## src/common/bpu_config.svh

```systemverilog
// table size follows BPU_INDEX_BITS; RAS_DEPTH must equal 2**RAS_PTR_BITS for the wrap to work
`ifndef BPU_CONFIG_SVH
`define BPU_CONFIG_SVH

// table index from fetch address bits [BPU_INDEX_BITS+1:2]
`define BPU_INDEX_BITS 6

// tag bits sit just above the index
`define BPU_TAG_BITS 8

// return address stack
`define RAS_DEPTH 8
`define RAS_PTR_BITS 3

`endif

```

## src/hw/bpu/bpu_ras.sv

```systemverilog
// circular return stack; push wins if push and pop arrive together, full push drops the oldest
`include "bpu_config.svh"

module bpu_ras (
  input  logic        clk,
  input  logic        reset,
  input  logic        push,
  input  logic        pop,
  input  logic [31:0] push_addr,
  output logic [31:0] top_addr,
  output logic        empty
);

  logic [31:0]              mem_q [`RAS_DEPTH];
  logic [`RAS_PTR_BITS-1:0] ptr_q;
  logic [`RAS_PTR_BITS:0]   count_q;
  logic [`RAS_PTR_BITS-1:0] top_ptr;
  logic                     full;

  // ptr_q points at the next free slot
  assign top_ptr  = ptr_q - `RAS_PTR_BITS'(1);
  assign top_addr = mem_q[top_ptr];
  assign empty    = (count_q == '0);
  assign full     = (count_q == (`RAS_PTR_BITS+1)'(`RAS_DEPTH));

  always_ff @(posedge clk)
  begin
    if (reset)
    begin
      ptr_q   <= '0;
      count_q <= '0;
    end
    else if (push)
    begin
      ptr_q <= ptr_q + `RAS_PTR_BITS'(1);
      // wrap over the oldest entry once full
      if (!full)
        count_q <= count_q + 1'b1;
    end
    else if (pop && !empty)
    begin
      ptr_q   <= top_ptr;
      count_q <= count_q - 1'b1;
    end
  end

  always_ff @(posedge clk)
  begin
    if (push)
      mem_q[ptr_q] <= push_addr;
  end

endmodule

```

## config.mk

```make
export PLATFORM = sky130hd
export DESIGN_NAME = bpu_ras
export DESIGN_NICKNAME = d
export VERILOG_FILES = /design/src/hw/bpu/bpu_ras.sv
export VERILOG_INCLUDE_DIRS = /design/src /design/src/common
export SDC_FILE = /design/constraint.sdc
export NUM_CORES = 1
export LEC_CHECK = 0
export BUFFER_PORTS_ARGS = -buffer_cell sky130_fd_sc_hd__buf_2
export CORE_MARGIN = 4
export CORE_UTILIZATION = 47
export DETAILED_ROUTE_END_ITERATION = 8
export GPL_ROUTABILITY_DRIVEN = 1
export PLACE_DENSITY = 0.76
export SETUP_SLACK_MARGIN = 0.3
export SYNTH_ARGS = -nofsm -noshare
export SYNTH_HDL_FRONTEND = slang
export SYNTH_SLANG_ARGS = --single-unit
```

## constraint.sdc

```tcl
create_clock -name clk -period 4.8 [get_ports clk]
set_input_delay 0.48 -clock clk [delete_from_list [all_inputs] [get_ports clk]]
set_output_delay 0.48 -clock clk [all_outputs]
set_load 0.01 [all_outputs]
```

## After elaboration in Yosys (flattened, before gate mapping)

Memory sizes are Yosys's and may differ from the RTL's.
Index checks and enable logic that the tools add are counted.

| storage, ports and cells | value |
|---|---|
| output and inout bits | 33 |
| memories kept | 1 |
| RAM bits | 256 |
| flip-flop bits (word level) | 7 |
| input port bits | 36 |
| word-level logic and storage cells | 21 |

| operators by class | value |
|---|---|
| mux-type cells | 7 |
| add/sub/neg operators | 4 |
| reduce and logical (&&, ||, !) cells | 5 |
| equality and inequality tests | 2 |

Memory list:

| memory | depth | bits a word | rd ports | clocked after Yosys merged registers in | wr ports | RTL line | RTL |
|---|---|---|---|---|---|---|---|
| mem_q | 8 | 32 | 1 | 0 | 1 | bpu_ras.sv:14 | `` logic [31:0] mem_q [`RAS_DEPTH]; `` |

Operator list:

| kind | number |
|---|---|
| $mux W4 | 3 |
| $mux W3 | 2 |
| $add A4 B1 Y4 const B | 1 |
| $eq A4 B4 Y1 const B | 1 |
| $logic_not A4 Y1 | 1 |
| $sub A4 B1 Y4 const B | 1 |
| $add A3 B1 Y3 const B | 1 |
| $sub A3 B1 Y3 const B | 1 |
| $mux W1 | 2 |
| $ne A2 B2 Y1 const B | 1 |
| $reduce_and A2 Y1 | 1 |
| $reduce_bool A2 Y1 | 1 |
| $logic_and A1 B1 Y1 | 1 |
| $logic_not A1 Y1 | 1 |

## Longest topological paths before layout

| logic depth | value |
|---|---|
| word-level depth | 5 |
| mapped depth | 8 |

## Worst setup path after synthesis

No wires, ideal clock.

| path | value |
|---|---|
| path kind | input-to-reg |
| start point | input port push |
| end point | memory mem_q[2][0], enable pin |
| path buffers | 1 |
| data required time | 4.339 ns |
| data arrival time | 2.963 ns |
| stages | 3 |
| slack | 1.376 ns |
| cells stage by stage | buf_2 nand2_1 nor3_1 |

| between the ends | value |
|---|---|
| word-level cells in the longest chain between the ends | 2 |

Ends and longest elaborated chain:

| what | RTL line | RTL |
|---|---|---|
| start: declaration | bpu_ras.sv:7 | `input logic push,` |
| $mux W1 | bpu_ras.sv:49 | `if (push)` |
| $mux W1 (implied by the code) | bpu_ras.sv:50 | `mem_q[ptr_q] <= push_addr;` |
| end: declaration | bpu_ras.sv:14 |  |

Every way passes these cells.

## Worst setup path in the final report

| path | value |
|---|---|
| start point | register ptr_q[0] |
| end point | output port top_addr[0] |

| between the ends | value |
|---|---|
| word-level cells in the longest chain between the ends | 2 |

Ends and longest elaborated chain:

| what | RTL line | RTL |
|---|---|---|
| start: declaration | bpu_ras.sv:15 | `` logic [`RAS_PTR_BITS-1:0] ptr_q; `` |
| start signal: assignment | bpu_ras.sv:35 | `` ptr_q <= ptr_q + `RAS_PTR_BITS'(1); `` |
| start signal: assignment | bpu_ras.sv:42 | `ptr_q <= top_ptr;` |
| $sub A3 B1 Y3 | bpu_ras.sv:21 | `` assign top_ptr = ptr_q - `RAS_PTR_BITS'(1); `` |
| $mem_v2 Z8 W32 | n/a |  |
| end: declaration | bpu_ras.sv:10 | `output logic [31:0] top_addr,` |

Every way passes these cells.

==> flow_metrics.tcl <==
set metrics [dict create \
    hold_class "input pin to flop" \
    gp_congestion 0.7080 \
    synth.area.top_cells "edfxtp_1, mux4_1, mux2_2" \
    synth_edf_count 256 \
    place_hpwl_um 10360 \
    tritoncts "done" \
    nets 559 \
    antenna_found_initial 1 \
    ctsResizeCount 0 \
    fmax_ghz 0.2968 \
    clock_skew_ns 0.01054 \
    die_y_um 156.3 \
    max-vdd-ir-drop_mv 0.3415 \
    cts_hold_buffers 0 \
    ys_types 31 \
    hold_violations 0 \
    first_global_vias 4842 \
    yosysSeqAreaShare 0.7570 \
    fin_crit_sh 0.7020 \
    fin_tns_setup_ns 0 \
    overflow 0 \
    initial_core_util 0.4753 \
    worstPathArrival_ns 2.89 \
    htreeDepth 1 \
    critPathKind "flop to output pin" \
    drv_slew 0 \
    wl_per_cell_um 22.85 \
    grt_max_degree 71 \
    cp-start-kind "flop" \
    die-area_um2 24440 \
    status "completed" \
    cts_inserted_buffers 26 \
    slew_headroom 0.2201 \
    rsz0062_at_grt "no" \
    drv_cap 0 \
    nFillCells 1634 \
    grt_pass1_wl_um 28300 \
    clock-sinks 263 \
    ios 69 \
    yosysMostFrequentCell "edfxtp_1" \
    synth.avg_cell_area_um2 23.82 \
    drtPass1Iterations 5 \
    crit_fanout 70 \
    drive_above_1_share 0.3052 \
    n_antenna_cell 0 \
    leakage_nw 3.956 \
    synth.top_cell.area_share 0.7435 \
    area.growth.synth_to_final_pct 14.32 \
    synth_cells 434 \
    drc 0 \
    setup_violations 0 \
    clock_path_buffers 3 \
    fin_crit_ns 3.370 \
    synth_common_cells "edfxtp_1, mux4_1, mux2_2" \
    design.core.area_um2 21760 \
    clockRootBuffer "clkbuf_16" \
    holdWs_ns 0.2235 \
    synth_top_area_cell "edfxtp_1" \
    synth_seq_cells 263 \
    port_buffers 68 \
    clk_pin_slew_ns 0.06 \
    clk_latency_ns 0.52 \
    post-cts-setup-buffers 0 \
    worstMarginPinSlew_ns 1.167 \
    cp.required_ns 4.32 \
    end_kind "output pin" \
    detail-route-antenna-nets 0 \
    wl_um 18600 \
    power.density_nw_per_um2 508.8 \
    async_flop_share 0 \
    syn_nets 475 \
    fp.dieW_um 156.3 \
    fp-row-count 54 \
    vias 4605 \
    synth_area_um2 10340 \
    ys.warnings.count 0 \
    avgViaCountPerCell 5.657 \
    gr-usage-all-layers 0.1521 \
    synth_flop_cell "edfxtp_1" \
    drt_iter0_drc 354 \
]
==> placed cells by master (no fill, tap or decap), types with 3 or more instances in the layout <==
cell type,count
clkinv_1,6
clkbuf_1,5
clkbuf_16,27
clkinv_2,4
nand2_1,5
mux4_2,10
dfxtp_1,6
mux4_1,54
nor2_1,7
buf_4,8
inv_1,3
edfxtp_1,256
nand3_1,3
nor2_4,6
buf_2,68
a21oi_1,3
ha_1,3
mux2_2,32
==> cell type report <==
cell class,count,area (um^2),area share
clock buffers,32,694.4,0.05875
clock inverters,12,102.6,0.008680
inverters,3,11.26,0.0009527
multi-input cells,148,2430,0.2056
flip-flops and latches,263,7831,0.6625
well taps,280,350.3,0.02964
repair buffers,76,400.4,0.03387
==> metal layers <==
layer  vias up  share of wire  GRT usage
li1       2050              -          -
met1      2388           0.42     0.2039
met2       132           0.51     0.2614
met3        33          0.051    0.02931
met4         2          0.019    0.03471
met5         -        0.00038          0
==> sequential cells by signal (all words and copies together), names as in the netlist <==
name and flops:
count_q 4, mem_q 256, ptr_q 3
==> cell families (layout without fill, tap and decap cells) <==
| logic type | after synthesis | after routing | synth area share |
|---|---|---|---|
| adder cells (fa/ha/maj) | 5 | 5 | 0.006777 |
| XOR/XNOR | 4 | 4 | 0.003389 |
| AO/OA/AOI/OAI | 12 | 12 | 0.008106 |
| AND/OR/NAND/NOR | 29 | 29 | 0.01259 |
| buffers and inverters | 23 | 123 | 0.01634 |
| multiplexers | 98 | 98 | 0.1958 |
| flip-flops | 263 | 263 | 0.7570 |
==> stage by stage <==
step	total power [mW]	setup slack, ns	util	cells	cell area (um^2)
floorplan	3.723	1.376	-	434	10340
global placement	4.143	1.827	0.5067	770	11020
detailed placement	4.189	1.772	0.5067	770	11020
CTS	6.090	1.377	0.5433	814	11820
global route	6.279	1.305	0.5433	814	11820
finish	6.014	1.430	0.5433	814	11820
==> power by group <==
part / internal, mW / switching, mW / total, mW
Sequential: 2.70 / 0.0558 / 2.75
Combinational: 0.641 / 0.718 / 1.36
Clock: 1.12 / 0.781 / 1.90
Total: 4.46 / 1.56 / 6.01
==> worst max-delay path, stage by stage (launching register included) <==
cell and delay [ns]:
dfxtp_4 0.34, buf_4 0.86, mux4_1 0.68, mux2_2 0.31, buf_2 0.15
==> path summary, 6_finish.rpt <==
| path | endpoint | startpoint | cells after the start | slack, ns |
|---|---|---|---|---|
| max reg2reg | mem_q[1][10]$_DFFE_PP_ | ptr_q[0]$_SDFFE_PP0P_ | 3 | 1.88 |
| min reg2reg | ptr_q[1]$_SDFFE_PP0P_ | ptr_q[1]$_SDFFE_PP0P_ | 2 | 0.56 |
| max | top_addr[0] | ptr_q[0]$_SDFFE_PP0P_ | 4 | 1.43 |
| min | ptr_q[0]$_SDFFE_PP0P_ | reset | 2 | 0.22 |
(Power assumes the default switching activity.)
