**config.mk**
```make
export PLATFORM = sky130hd
export DESIGN_NAME = bpu_resolve
export DESIGN_NICKNAME = d
export VERILOG_FILES = /design/src/common/bpu_config.svh /design/src/common/bpu_pkg.sv /design/src/hw/bpu/bpu_resolve.sv
export SDC_FILE = /design/constraint.sdc
export NUM_CORES = 1
export LEC_CHECK = 0
export ABC_CLOCK_PERIOD_IN_PS = 4600
export BUFFER_PORTS_ARGS = -buffer_cell sky130_fd_sc_hd__buf_4
export CAP_MARGIN = 20
export CORE_MARGIN = 2
export CORE_UTILIZATION = 47
export DETAILED_ROUTE_END_ITERATION = 12
export GPL_ROUTABILITY_DRIVEN = 0
export PLACE_DENSITY = 0.89
export SLEW_MARGIN = 20
export SYNTH_ARGS = -nofsm -noshare
export SYNTH_HDL_FRONTEND = slang
export SYNTH_SLANG_ARGS = --single-unit
```
**constraint.sdc**
```tcl
create_clock -name vclk -period 4.6
set_input_delay 0.92 -clock vclk [all_inputs]
set_output_delay 0.92 -clock vclk [all_outputs]
set_load 0.05 [all_outputs]
```
**src/common/bpu_config.svh**
```systemverilog
// table size follows BPU_INDEX_BITS; RAS_DEPTH must equal 2**RAS_PTR_BITS for the wrap to work
`ifndef BPU_CONFIG_SVH
`define BPU_CONFIG_SVH

// table index from fetch address bits [BPU_INDEX_BITS+1:2]
`define BPU_INDEX_BITS 6

// tag bits sit just above the index
`define BPU_TAG_BITS 8

// return address stack
`define RAS_DEPTH 8
`define RAS_PTR_BITS 3

`endif

```
**src/common/bpu_pkg.sv**
```systemverilog
// branch kinds and counter states shared by the predictor; encodings are fixed at 2 bits
package bpu_pkg;

  // kind of a resolved or stored branch
  typedef enum logic [1:0]
  {
    BR_COND   = 2'b00,
    BR_CALL   = 2'b01,
    BR_RETURN = 2'b10,
    BR_JUMP   = 2'b11
  } branch_kind_e;

  // 2-bit saturating counter that predicts taken in the upper half
  typedef enum logic [1:0]
  {
    STRONG_NOT_TAKEN = 2'b00,
    WEAK_NOT_TAKEN   = 2'b01,
    WEAK_TAKEN       = 2'b10,
    STRONG_TAKEN     = 2'b11
  } pht_state_e;

endpackage

```
**src/hw/bpu/bpu_resolve.sv**
```systemverilog
// report 0 is older; exceptions must already be filtered out of ex*_valid by execute
module bpu_resolve (
  input  logic                  ex0_valid,
  input  logic [31:0]           ex0_pc,
  input  logic                  ex0_taken,
  input  logic [31:0]           ex0_target,
  input  bpu_pkg::branch_kind_e ex0_kind,
  input  logic                  ex0_mispredict,
  input  logic                  ex1_valid,
  input  logic [31:0]           ex1_pc,
  input  logic                  ex1_taken,
  input  logic [31:0]           ex1_target,
  input  bpu_pkg::branch_kind_e ex1_kind,
  input  logic                  ex1_mispredict,
  output logic                  flush,
  output logic [31:0]           flush_pc,
  output logic                  wr0_en,
  output logic                  wr1_en,
  output logic                  ras_push,
  output logic                  ras_pop,
  output logic [31:0]           ras_push_addr
);

  logic        flush0;
  logic        flush1;
  logic        keep1;
  logic [31:0] redirect0;
  logic [31:0] redirect1;
  logic        push0;
  logic        pop0;
  logic        push1;
  logic        pop1;

  assign redirect0 = ex0_taken ? ex0_target : ex0_pc + 32'd4;
  assign redirect1 = ex1_taken ? ex1_target : ex1_pc + 32'd4;

  // report 1 is wrong-path once report 0 flushes
  assign flush0 = ex0_valid && ex0_mispredict;
  assign keep1  = ex1_valid && !flush0;
  assign flush1 = keep1 && ex1_mispredict;

  assign flush    = flush0 || flush1;
  assign flush_pc = flush0 ? redirect0 : redirect1;

  assign wr0_en = ex0_valid;
  assign wr1_en = keep1;

  assign push0 = ex0_valid && ex0_taken && (ex0_kind == bpu_pkg::BR_CALL);
  assign pop0  = ex0_valid && ex0_taken && (ex0_kind == bpu_pkg::BR_RETURN);
  assign push1 = keep1 && ex1_taken && (ex1_kind == bpu_pkg::BR_CALL);
  assign pop1  = keep1 && ex1_taken && (ex1_kind == bpu_pkg::BR_RETURN);

  // one stack op per cycle with the older report first
  assign ras_push      = push0 || (!pop0 && push1);
  assign ras_pop       = pop0 || (!push0 && pop1);
  assign ras_push_addr = push0 ? ex0_pc + 32'd4 : ex1_pc + 32'd4;

endmodule

```
Word level (Yosys, flattened, before mapping)
Cells that the tools add are included.

Register bits: 0. Bits in latches: 0. Memory bits (writable): 0. Bits in read-only memories: 0. Input bits: 138. Output and inout port bits: 69. Memories: 0.

Add/subtract/negate cells: 2. Multipliers: 0. Div/mod/pow operators: 0. Magnitude comparators: 0. Equal/unequal tests: 4. Shift-type cells: 0. Muxes and demuxes: 4. Bitwise operators: 0. Reduce and logical (&&, ||, !) cells: 17.

Operator list (number): 32-bit two-way mux (4); 32-bit by 3-bit adder with 32-bit output, second input constant (2); 1-bit logical AND (11); 2-bit by 1-bit == test with 1-bit output, second input constant (2); 2-bit == test, second input constant (2); 1-bit logical NOT (3); 1-bit logical OR (3).

Logic depth before layout (Yosys ltp)
Word-level depth: 7. Mapped depth: 7. Depth with buffers taken out: 6.

Worst setup path after synthesis
OpenSTA, ideal clock, no wires.

Path kind: input port to output port. Start point: input ex1_pc[2]. End point: output flush_pc[28]. Arrival: 3043 ps. Data required time: 3680 ps. Slack: 637 ps. Stages on the path: 6. Cells stage by stage: ha_1 > nand3_1 > nor4_1 > nand4_1 > mux2_2 > o22ai_1.

Longest elaborated chain between the ends: 3.

Ends and longest elaborated chain: from (decl) (RTL line bpu_resolve.sv:10) `input logic [31:0] ex1_pc,`; 32-bit by 3-bit adder with 32-bit output (RTL line bpu_resolve.sv:35) `assign redirect1 = ex1_taken ? ex1_target : ex1_pc + 32'd4;`; 32-bit two-way mux (RTL line bpu_resolve.sv:35); 32-bit two-way mux (RTL line bpu_resolve.sv:43) `assign flush_pc = flush0 ? redirect0 : redirect1;`; to (decl) (RTL line bpu_resolve.sv:16) `output logic [31:0] flush_pc,`.

No other way between the ends.

Worst setup path in the final report
Start point: input ex1_pc[2]. End point: output ras_push_addr[28].

Longest elaborated chain between the ends: 2.

Ends and longest elaborated chain: 32-bit by 3-bit adder with 32-bit output (RTL line bpu_resolve.sv:56) `assign ras_push_addr = push0 ? ex0_pc + 32'd4 : ex1_pc + 32'd4;`; 32-bit two-way mux (RTL line bpu_resolve.sv:56); to (decl) (RTL line bpu_resolve.sv:21) `output logic [31:0] ras_push_addr`.

No other way between the ends.

==> results.md <==
- The first detailed-routing pass ran for 5 iterations.
- The portion of total power attributed to combinational logic is 100.0%.
- After synthesis, the largest family of logic cells by area is simple AND/OR/NAND/NOR gates.
- After floorplanning, the core was divided into 28 placement rows.
- The top cell type by area accounts for just under 7% of the synthesized area.
- The wire length per cell is just under 20 um.
- The quantity of gates resized following cts is 0.
- The category of the critical setup timing path is input port to primary output.
- The core region is 5921 um^2.
- Detailed routing inserted a total of about 4,800 vias.
- The final global-route overflow total is 0.
- Summing the areas of all and, or, nand and nor instances in the mapped netlist gives ~44% of the synthesized area.
- The detailed router finished its first iteration with approximately 380 violations.
- The total power per unit cell area is between 100 and 150 nW/um^2.
- The global-route track usage on met1 is 42.66%.
- In this run the tightest slew margin relative to its limit is a little under two fifths.
- The overall track demand over capacity in global routing is 39.18%.
- Summing internal, switching and leakage power gives 0.6021 mW.
- The startpoint type of the worst setup path is an input port.
- At the placement stage, the worst setup path has a slack of 0.6077 ns.
- The synthesized netlist net count is 611.
- The post-cts hold buffer count is 0.
- The netlist uses 51 different library cells.
- The average vias per placed instance is about 6.6.
- The transition time at the pin with the least slew margin is ~0.95 ns.
- The number of cells produced by synthesis is 471.
- The post-layout net count is 797.
- The hold violation total from the final report came to 0.
- Ranked by instance count, the synthesized netlist is headed by sky130_fd_sc_hd__nor2_1 (48), sky130_fd_sc_hd__o21ai_0 (39), sky130_fd_sc_hd__nand2_1 (32).
- Setup repair after global routing left no endpoint under its margin.
- In this run the horizontal extent of the chip is 82.13 um.
- Final hold analysis gives a worst-case slack of 2.156 ns.
- The library cell occupying the most area in the post-synthesis netlist is sky130_fd_sc_hd__o21ai_0.
- The global-route wire length before repair is 20,640 um.
- After Yosys synthesis, XOR and XNOR cells account for between 10% and 20% of the synthesized area.
- For met3 alone, demand over resource in global routing was 6.848%.
- Counting tap cells, the placed design contains a total of 730 instances.
- The standby leakage power is 1.958 nW.
- The die covers 6745 um^2.
- The filler cell count in the final layout is 525.
- In the finished layout, the clock tree contains a buffer count of 0.
- The aggregate negative setup slack is 0 ns.
- In this run the tool buffered the top-level ports with roughly 210 buffer cells.
- The arrival time reported for the critical path endpoint is 3.13 ns.
- The final critical delay including setup and external delays is 4.050 ns.
- The post-route netlist has 34.66% of its cells at a drive strength greater than 1.
- In the routed design, unresolved DRC markers number 0.
- For this configuration, the core starts out at a cell density of around 48%.
- Net switching is 63.68% of the power.
- In the final layout, the multi-input gates occupy 2719 um^2.
- The post-CTS setup buffer count is 0.
- Setup violations remaining at the end of the flow were counted as 0.
- The synthesized netlist devotes 29.04% of its cell area to compound gates.
- IR analysis of the VDD net gives a maximum drop of roughly 0.18 mV.
- The antenna violation net count after detailed routing is 0.
- The synthesized netlist devotes 0.8722% of its cell area to adder and majority cells.
- The multiplexer share of the synthesized area is 9.420%.
- The final count of pins violating max slew is 0.
- The number of maximum-capacitance constraint violations is 0.
- The sequential group share of total power is 0%.
- The initial antenna violation count came to 0.
- Relative to the synthesized area, the layout overhead comes to 54.56%.
- The die outline height is 82.13 um.
- The final instance area is 4434 um^2.
- Cells fill 74.89% of the core in the end.
- By area the synthesized netlist is led by sky130_fd_sc_hd__o21ai_0 (6.8%), sky130_fd_sc_hd__xor2_1 (6.4%), sky130_fd_sc_hd__mux2i_1 (6.3%), sky130_fd_sc_hd__nor2_1 (6.3%), sky130_fd_sc_hd__nand4_1 (5.9%).
- The wire length after detailed routing is roughly 14,000 um.
- In this run the most used layer during global routing was met2.
- The post-DP HPWL is 11,110 um.
- The peak fanout along the critical path is 7.
- Global routing used between 60% and 70% of the available met2 tracks.
- The run finished with clean final reports.
- The sequential standard cell area is 0 um^2.
- The worst path meets setup with 0.5496 ns of slack.
- The worst setup path is captured at a primary output.
- The flip-flop and latch count is 0.
- Yosys instantiated no cell more often than sky130_fd_sc_hd__nor2_1.
- A synthesized cell averages about 6.1 um^2.
- The number of global-route vias before repair is 4,401.
- 0 antenna diodes ended up in the layout.
- The switching component of the power is between 0.3 and 0.4 mW.
- The pin count of the biggest net entering global routing is 38.
- Cell internal power was estimated by the tool at 0.2187 mW.
- The sequential cell area fraction in the yosys report is 0%.
- The cell area that synthesis handed to floorplanning was 2869 um^2.
- The number of I/O pins is 207.
- The fmax is 246.9 MHz.
- For the worst setup path, the data required time is around 3.7 ns.
- The finished layout holds 730 standard cells, fillers aside.
- The min-delay analysis places its worst path in the category input port to primary output.
- Dividing the final minimum period by the clock period gives 88.05%.
- For this run, the number of Yosys warnings is 0.
- Of the total power, the clock network draws 0%.
- After detailed placement, the total cell area comes to 4434 um^2.
==> critical path, stage by stage <==
cell and delay (ns):
sky130_fd_sc_hd__buf_4 0.11, sky130_fd_sc_hd__ha_1 0.20, sky130_fd_sc_hd__nand3_1 0.26, sky130_fd_sc_hd__nor4_1 0.68
sky130_fd_sc_hd__nand4_1 0.26, sky130_fd_sc_hd__xor2_1 0.20, sky130_fd_sc_hd__mux2i_1 0.24, sky130_fd_sc_hd__buf_4 0.25
==> cells by family (layout without fill, tap and decap cells) <==
family,after synthesis,in the layout
simple gates,237,237
compound gates,132,132
xor+xnor,37,37
buf+inv,37,221
mux,26,26
fa+ha+maj,2,2
==> power groups by stage <==
| stage | Clock, mW | Combinational, mW | Sequential [mW] |
|---|---|---|---|
| 2_1_floorplan | 0 | 0.345 | 0 |
| 3_3_place_gp | 0 | 0.585 | 0 |
| 3_5_place_dp | 0 | 0.593 | 0 |
| 4_1_cts | 0 | 0.594 | 0 |
| 5_1_grt | 0 | 0.630 | 0 |
| 6_report | 0 | 0.602 | 0 |
==> cell usage in the layout (no fill, tap or decap), types with 9 or more instances in the layout <==
master                      n
sky130_fd_sc_hd__and3_1    13
sky130_fd_sc_hd__xnor2_1   16
sky130_fd_sc_hd__a21oi_1   27
sky130_fd_sc_hd__inv_1      9
sky130_fd_sc_hd__o22ai_1   13
sky130_fd_sc_hd__nand2_1   32
sky130_fd_sc_hd__buf_4    211
sky130_fd_sc_hd__a31oi_1    9
sky130_fd_sc_hd__nor2b_1    9
sky130_fd_sc_hd__nor3_1    31
sky130_fd_sc_hd__nand4_1   27
sky130_fd_sc_hd__nand3_1   24
sky130_fd_sc_hd__nor4_1    15
sky130_fd_sc_hd__and2_1    10
sky130_fd_sc_hd__xor2_1    21
sky130_fd_sc_hd__mux2i_1   18
sky130_fd_sc_hd__o21ai_0   39
sky130_fd_sc_hd__nor2_1    48
==> path summary, 6_finish.rpt <==
check | from | endpoint | slack, ns | cells after the start
hold / removal | ex0_valid | wr0_en | 2.16 | 2
setup / recovery | ex1_pc[2] | ras_push_addr[28] | 0.55 | 8
==> routing by layer <==
metal  vias up  wire, um
met5         -         0
met4         0      1048
met3        89      1487
met2       385      6657
met1      2167      4881
li1       2169         -
==> layout make-up <==
type | count | share of cell area (%)
inverters | 10 | 0.8465
multi-input cells | 434 | 61.31
well taps | 75 | 2.116
repair buffers | 211 | 35.72
Power figures use the tool's default switching activity.
