**config.mk**
```make
export PLATFORM = sky130hd
export DESIGN_NAME = bpu_fetch_select
export DESIGN_NICKNAME = d
export VERILOG_FILES = /design/src/common/bpu_pkg.sv /design/src/hw/bpu/bpu_fetch_select.sv
export VERILOG_INCLUDE_DIRS = /design/src /design/src/common
export SDC_FILE = /design/constraint.sdc
export NUM_CORES = 1
export LEC_CHECK = 0
export BUFFER_PORTS_ARGS = -buffer_cell sky130_fd_sc_hd__buf_2
export CAP_MARGIN = 10
export CORE_AREA = 2 2 108 110
export DETAILED_ROUTE_END_ITERATION = 6
export DIE_AREA = 0 0 110 112
export PLACE_DENSITY = 0.54
export SLEW_MARGIN = 0
export SYNTH_ARGS = -nofsm -noshare
export SYNTH_HDL_FRONTEND = slang
export SYNTH_SLANG_ARGS = --single-unit
```
**constraint.sdc**
```tcl
create_clock -name vclk -period 3.2
set_input_delay 0.64 -clock vclk [all_inputs]
set_output_delay 0.64 -clock vclk [all_outputs]
set_load 0.005 [all_outputs]
```
**src/common/bpu_config.svh**
```systemverilog
// table size follows BPU_INDEX_BITS; RAS_DEPTH must equal 2**RAS_PTR_BITS for the wrap to work
`ifndef BPU_CONFIG_SVH
`define BPU_CONFIG_SVH

// table index from fetch address bits [BPU_INDEX_BITS+1:2]
`define BPU_INDEX_BITS 6

// tag bits sit just above the index
`define BPU_TAG_BITS 8

// return address stack
`define RAS_DEPTH 8
`define RAS_PTR_BITS 3

`endif

```
**src/common/bpu_pkg.sv**
```systemverilog
// branch kinds and counter states shared by the predictor; encodings are fixed at 2 bits
package bpu_pkg;

  // kind of a resolved or stored branch
  typedef enum logic [1:0]
  {
    BR_COND   = 2'b00,
    BR_CALL   = 2'b01,
    BR_RETURN = 2'b10,
    BR_JUMP   = 2'b11
  } branch_kind_e;

  // 2-bit saturating counter that predicts taken in the upper half
  typedef enum logic [1:0]
  {
    STRONG_NOT_TAKEN = 2'b00,
    WEAK_NOT_TAKEN   = 2'b01,
    WEAK_TAKEN       = 2'b10,
    STRONG_TAKEN     = 2'b11
  } pht_state_e;

endpackage

```
**src/hw/bpu/bpu_fetch_select.sv**
```systemverilog
// purely combinational; a group is 4 aligned 32-bit slots and all slots share one tag
`include "bpu_config.svh"

module bpu_fetch_select (
  input  logic [31:0]                 fetch_pc,
  output logic [`BPU_INDEX_BITS-1:0]  rd_index0,
  output logic [`BPU_INDEX_BITS-1:0]  rd_index1,
  output logic [`BPU_INDEX_BITS-1:0]  rd_index2,
  output logic [`BPU_INDEX_BITS-1:0]  rd_index3,
  output logic [`BPU_TAG_BITS-1:0]    rd_tag,
  input  logic [3:0]                  rd_hit,
  input  logic [3:0]                  rd_taken,
  input  bpu_pkg::branch_kind_e       rd_kind0,
  input  bpu_pkg::branch_kind_e       rd_kind1,
  input  bpu_pkg::branch_kind_e       rd_kind2,
  input  bpu_pkg::branch_kind_e       rd_kind3,
  input  logic [31:0]                 rd_target0,
  input  logic [31:0]                 rd_target1,
  input  logic [31:0]                 rd_target2,
  input  logic [31:0]                 rd_target3,
  input  logic [31:0]                 ras_top,
  input  logic                        ras_empty,
  output logic [31:0]                 next_pc,
  output logic [3:0]                  slot_valid,
  output logic [3:0]                  slot_is_jump
);

  logic [31:0]           group_base;
  logic [3:0]            group_mask;
  logic [3:0]            cand;
  logic [3:0]            first;
  bpu_pkg::branch_kind_e sel_kind;
  logic [31:0]           sel_target;

  assign group_base = {fetch_pc[31:4], 4'b0000};
  assign rd_tag     = fetch_pc[`BPU_INDEX_BITS+`BPU_TAG_BITS+1:`BPU_INDEX_BITS+2];

  // slots differ only in the two low index bits
  assign rd_index0 = {fetch_pc[`BPU_INDEX_BITS+1:4], 2'd0};
  assign rd_index1 = {fetch_pc[`BPU_INDEX_BITS+1:4], 2'd1};
  assign rd_index2 = {fetch_pc[`BPU_INDEX_BITS+1:4], 2'd2};
  assign rd_index3 = {fetch_pc[`BPU_INDEX_BITS+1:4], 2'd3};

  // keep slots at or after the entry offset
  assign group_mask = 4'b1111 << fetch_pc[3:2];
  assign cand       = group_mask & rd_hit & rd_taken;

  // lowest set bit wins
  assign first = cand & (~cand + 4'd1);

  // with no winner first-1 is all ones, so the full mask falls out
  assign slot_valid   = group_mask & (first | (first - 4'd1));
  assign slot_is_jump = first;

  always_comb
  begin
    sel_kind   = bpu_pkg::BR_COND;
    sel_target = rd_target0;
    if (first[1])
    begin
      sel_kind   = rd_kind1;
      sel_target = rd_target1;
    end
    else if (first[2])
    begin
      sel_kind   = rd_kind2;
      sel_target = rd_target2;
    end
    else if (first[3])
    begin
      sel_kind   = rd_kind3;
      sel_target = rd_target3;
    end
    else if (first[0])
      sel_kind = rd_kind0;
  end

  always_comb
  begin
    if (first == 4'b0000)
      next_pc = group_base + 32'd16;
    else if (sel_kind == bpu_pkg::BR_RETURN && !ras_empty)
      next_pc = ras_top;
    else
      next_pc = sel_target;
  end

endmodule

```
======== Word level (Yosys, flattened, before mapping) ========
Index checks and enable logic that the tools add are counted.
Widths: inputs -> output; s select.
word-level totals
  output and inout port bits .............. 72
  word-level logic and storage cells ...... 23
  latch bits .............................. 0
  register bits ........................... 0
  input bits .............................. 209
  memory bits (read-only) ................. 0
  memory bits (writable) .................. 0
  memories kept ........................... 0
operators by class
  magnitude comparators ................... 0
  multipliers ............................. 0
  add/sub/neg operators ................... 3
  shift operators ......................... 1
  equality and inequality tests ........... 1
  bitwise operators ....................... 6
  divide/modulo/power cells ............... 0
  reductions and logical operators ........ 3
  multiplexer cells ....................... 9
operators with widths
  operator               count
  $mux 32                5
  $add 32x5->32 const B  1
  $and 4x4->4            4
  $mux 2                 4
  $add 4x1->4 const B    1
  $logic_not 4->1        1
  $not 4->4              1
  $or 4x4->4             1
  $shl 4x2->4 const A    1
  $sub 4x1->4 const B    1
  $eq 2x2->1 const B     1
  $logic_and 1x1->1      1
  $logic_not 1->1        1

======== Logic depth before layout (Yosys ltp) ========
  depth after elaboration ................. 14
  gate-level depth with buffers ........... 10
  gate-level depth less buffers ........... 8

======== Worst setup path after synthesis ========
No wires, ideal clock.
  path kind ............................... input-to-output
  from .................................... input port rd_hit[3]
  to ...................................... output port next_pc[12]
  arrival time ............................ 2.081 ns
  cell stages on the path ................. 8
  path slack .............................. 0.479 ns
  path buffers ............................ 2
  required time ........................... 2.560 ns
  cells stage by stage .................... and2_1 -> clkbuf_1 -> a32oi_1 -> o211ai_2 -> and3_1 -> buf_4 -> a211o_1 -> a22oi_1
on the way
  word-level cells in the longest chain between the ends .. 12
  elaborated cells on any way between the ends .. 16
  those cells by class .................... 1 x add/sub; 1 x eq/ne; 8 x mux; 4 x bitwise; 2 x reduce/logical
RTL lines
  item                          RTL line                source
  start, declared               bpu_fetch_select.sv:11  input logic [3:0] rd_hit,
  $and 4x4->4 (*) (2 in a row)  bpu_fetch_select.sv:46  assign cand = group_mask & rd_hit & rd_taken;
  $not 4->4                     bpu_fetch_select.sv:49  assign first = cand & (~cand + 4'd1);
  $add 4x1->4                   bpu_fetch_select.sv:49
  $and 4x4->4 (*)               bpu_fetch_select.sv:49
  $mux 2                        bpu_fetch_select.sv:69  else if (first[3])
  $mux 2                        bpu_fetch_select.sv:64  else if (first[2])
  $mux 2                        bpu_fetch_select.sv:59  if (first[1])
  $eq 2x2->1                    bpu_fetch_select.sv:82  else if (sel_kind == bpu_pkg::BR_RETURN && !ras_empty)
  $logic_and 1x1->1             bpu_fetch_select.sv:82
  $mux 32                       bpu_fetch_select.sv:82
  $mux 32 (*)                   bpu_fetch_select.sv:80  if (first == 4'b0000)
  end, declared                 bpu_fetch_select.sv:23  output logic [31:0] next_pc,
Mark *: on every way between the ends. The rest lies on a longest branch, timed or not.

======== Worst setup path in the final report ========
  from .................................... input port fetch_pc[3]
  to ...................................... output port next_pc[12]
on the way
  word-level cells in the longest chain between the ends .. 14
  elaborated cells on any way between the ends .. 18
  those cells by class .................... 1 x add/sub; 1 x eq/ne; 1 x shift; 9 x mux; 4 x bitwise; 2 x reduce/logical
RTL lines
  item                          RTL line                source
  start, declared               bpu_fetch_select.sv:5   input logic [31:0] fetch_pc,
  $shl 4x2->4 (*)               bpu_fetch_select.sv:45  assign group_mask = 4'b1111 << fetch_pc[3:2];
  $and 4x4->4 (*) (2 in a row)  bpu_fetch_select.sv:46
  $not 4->4                     bpu_fetch_select.sv:49
  $add 4x1->4                   bpu_fetch_select.sv:49
  $and 4x4->4 (*)               bpu_fetch_select.sv:49
  $mux 2                        bpu_fetch_select.sv:74  else if (first[0])
  $mux 2                        bpu_fetch_select.sv:69
  $mux 2                        bpu_fetch_select.sv:64
  $mux 2                        bpu_fetch_select.sv:59
  $eq 2x2->1                    bpu_fetch_select.sv:82
  $logic_and 1x1->1             bpu_fetch_select.sv:82
  $mux 32                       bpu_fetch_select.sv:82
  $mux 32 (*)                   bpu_fetch_select.sv:80
Marks and branches as above.

==> parameters.txt <==
Parameter                              Value

Routing
  Met1 WL    5470 um
  First DRT Iteration DRCs    172
  Metal3 WL    1080 um
  Post-detailed-route via-to-cell ratio    4.98
  First-pass iteration count of the detailed router    4
  Drt drc    0
  Via count    3888
  Length of routed met2 wiring    6810 um
  Uppermost layer routed    met4
  Average wire length per cell after detail routing    17.2 um
  Remaining antenna violation count after routing    0
  Final routed wirelength across all metal layers    13400 um

STA
  Unrepaired setup endpoints after global routing    false
  Final WS setup    0.110 ns
  Transition time at the pin with the least slew margin    0.537 ns
  Minimum period implied by the final worst setup slack    3.09 ns
  Maximum clock rate    324 MHz
  Post-route setup TNS    0 ns
  Finish-stage setup viols    0
  Final hold vios    0
  Ratio of final minimum period to clock period    0.966
  Post-Route Hold Slack    1.50 ns
  Slew margin rel.    0.641
  Max-slew violation total from the final report    0

Global routing
  First-pass GRT wire length    19200 um
  Overall Global Routing Usage    0.199
  GR Overflow Total    0
  Maximum number of pins on one net before global-route repair    36
  Number of antenna violations at the first check in global routing    0
  Vias in the first global route    3711

Finish
  Area growth from synthesis to final layout    61.1%
  Proportion of layout cells with a drive suffix above 1    0.518
  # nets final    849
  Share of the core filled with cells in the final layout    0.351
  Register cell area after layout    0 um^2
  Number of standard cells in the layout, taps in and fillers out    780
  Finished layout cell area    3930 um^2
  Final sequential cell count    0
  Clkbuf count    0
  Antenna cells    0

Yosys
  Top cell types by occurrence after synthesis    sky130_fd_sc_hd__nor2_1, sky130_fd_sc_hd__a21oi_1, sky130_fd_sc_hd__buf_4
  Area share of the largest cell type after synthesis    0.108
  Synth warnings    0
  Most common cell in the netlist    sky130_fd_sc_hd__nor2_1
  Cell types occupying the most area after synthesis    sky130_fd_sc_hd__buf_4, sky130_fd_sc_hd__a21oi_1, sky130_fd_sc_hd__xor2_1
  Post-synthesis cell type count    57
  Proportion of synthesized chip area in sequential cells    0
  Largest area contributor in the netlist    sky130_fd_sc_hd__buf_4
  Synthesized area per cell    6.36 um^2
  Mapped cell area    2440 um^2
  Gate count of the mapped netlist    383

Status
  Outcome    finished, final reports clean

Run
  Number of max-cap violations    0

Placement
  Setup slack after placement    -0.00822 ns
  IO Port Bufs    271
  Half-perimeter wire length after detailed placement    11600 um
  GPL Wtd Cong    0.867
  Placement-stage cell area    3910 um^2
  Number of cells in the design after placement    779

Floorplanning
  Initial Util    0.218
  Cell row count    39
  X dimension of the die    110 um
  Ports placed on the boundary    281
  Die area    12300 um^2
  Core outline area    11200 um^2
  Vertical extent of the die    112 um

Hold path
  Hold Path Class    in -> out
  Hold Path Depth    2

Worst setup path
  Critical path capture point type    primary output
  Most common cell on crit path    sky130_fd_sc_hd__buf_2
  Data required, critical path    2.56 ns
  Largest delay share family, worst path    simple AND/OR/NAND/NOR gates
  Launching element type of the critical path    input pin
  CP max stage cell    sky130_fd_sc_hd__a211o_1
  Critical path class    in -> out
  Delay of the slowest critical-path stage    0.32 ns
  Cells along the critical path    buf_2 > and4bb_4 > nor2_4 > nand2_4 > clkinv_4 > o21ai_2 > and3_4 > buf_12 > a211o_1 > a22oi_1 > buf_2
  Arrival time at the worst endpoint    2.45 ns
  Critical path buffer and inverter count    4
  Max Fanout on Critical Path    15
  Critical path depth in cells    11

Clocking
  Hold-fix buffers at CTS    0

Power and ir drop
  Maximum resistive drop on vdd    0.0492 mV
  Final Total Pwr    638 uW
  Power per Cell Area    163 nW/um^2
  Leakage Power    1.96 nW
## cells by family (layout without fill, tap and decap cells)
kind of cell,count (synthesis),after routing,synth area share
other,2,8,0.00308
AOI/OAI and AO/OA,165,165,0.459
and+or+nand+nor,124,124,0.274
xor gates and xnor gates,25,25,0.0898
adders and majority gates,1,1,0.00513
buffers and inverters,66,314,0.169
## placed cells by master, fill, tap and decap left out, drive strengths merged, types with 5 or more instances in the layout
| master | synthesis | final |
|---|---|---|
| nor2 | 47 | 47 |
| a22oi | 22 | 22 |
| a211o | 16 | 16 |
| inv | 7 | 7 |
| nand3 | 19 | 19 |
| o211ai | 12 | 12 |
| buf | 45 | 306 |
| xor2 | 21 | 21 |
| conb | 2 | 8 |
| nand4 | 9 | 9 |
| nor3 | 5 | 5 |
| nand2 | 27 | 27 |
| a21oi | 43 | 43 |
| o22ai | 17 | 17 |
| o21ai | 27 | 27 |
| o311a | 6 | 6 |
## what timing repair did
action,CTS,global route
setup endpoints to repair,2,10
resized for setup,0,3
buffers inserted,1,0
pin swaps,1,1
## routing by layer
layer / vias up / GRT usage
li1: 1931 / -
met5: - / 0
met2: 194 / 0.377
met4: 0 / 0.0135
met3: 4 / 0.0199
met1: 1759 / 0.249
## final cells by class
type | instances | area, um^2
well taps | 143 | 179
repair buffers | 306 | 1660
multi-input cells | 323 | 2050
fillers | 1245 | 7250
inverters | 8 | 35.0
## power by group
group	total, mW	internal [mW]	switching, mW
Combinational	0.638	0.309	0.329
Clock	0	0	0
Sequential	0	0	0
Total	0.638	0.309	0.329
## worst paths after layout
check | from | end | slack (ns)
min | fetch_pc[12] | rd_tag[4] | 1.50
max | fetch_pc[3] | next_pc[12] | 0.11
No activity file was read; power rests on OpenSTA's default activity.
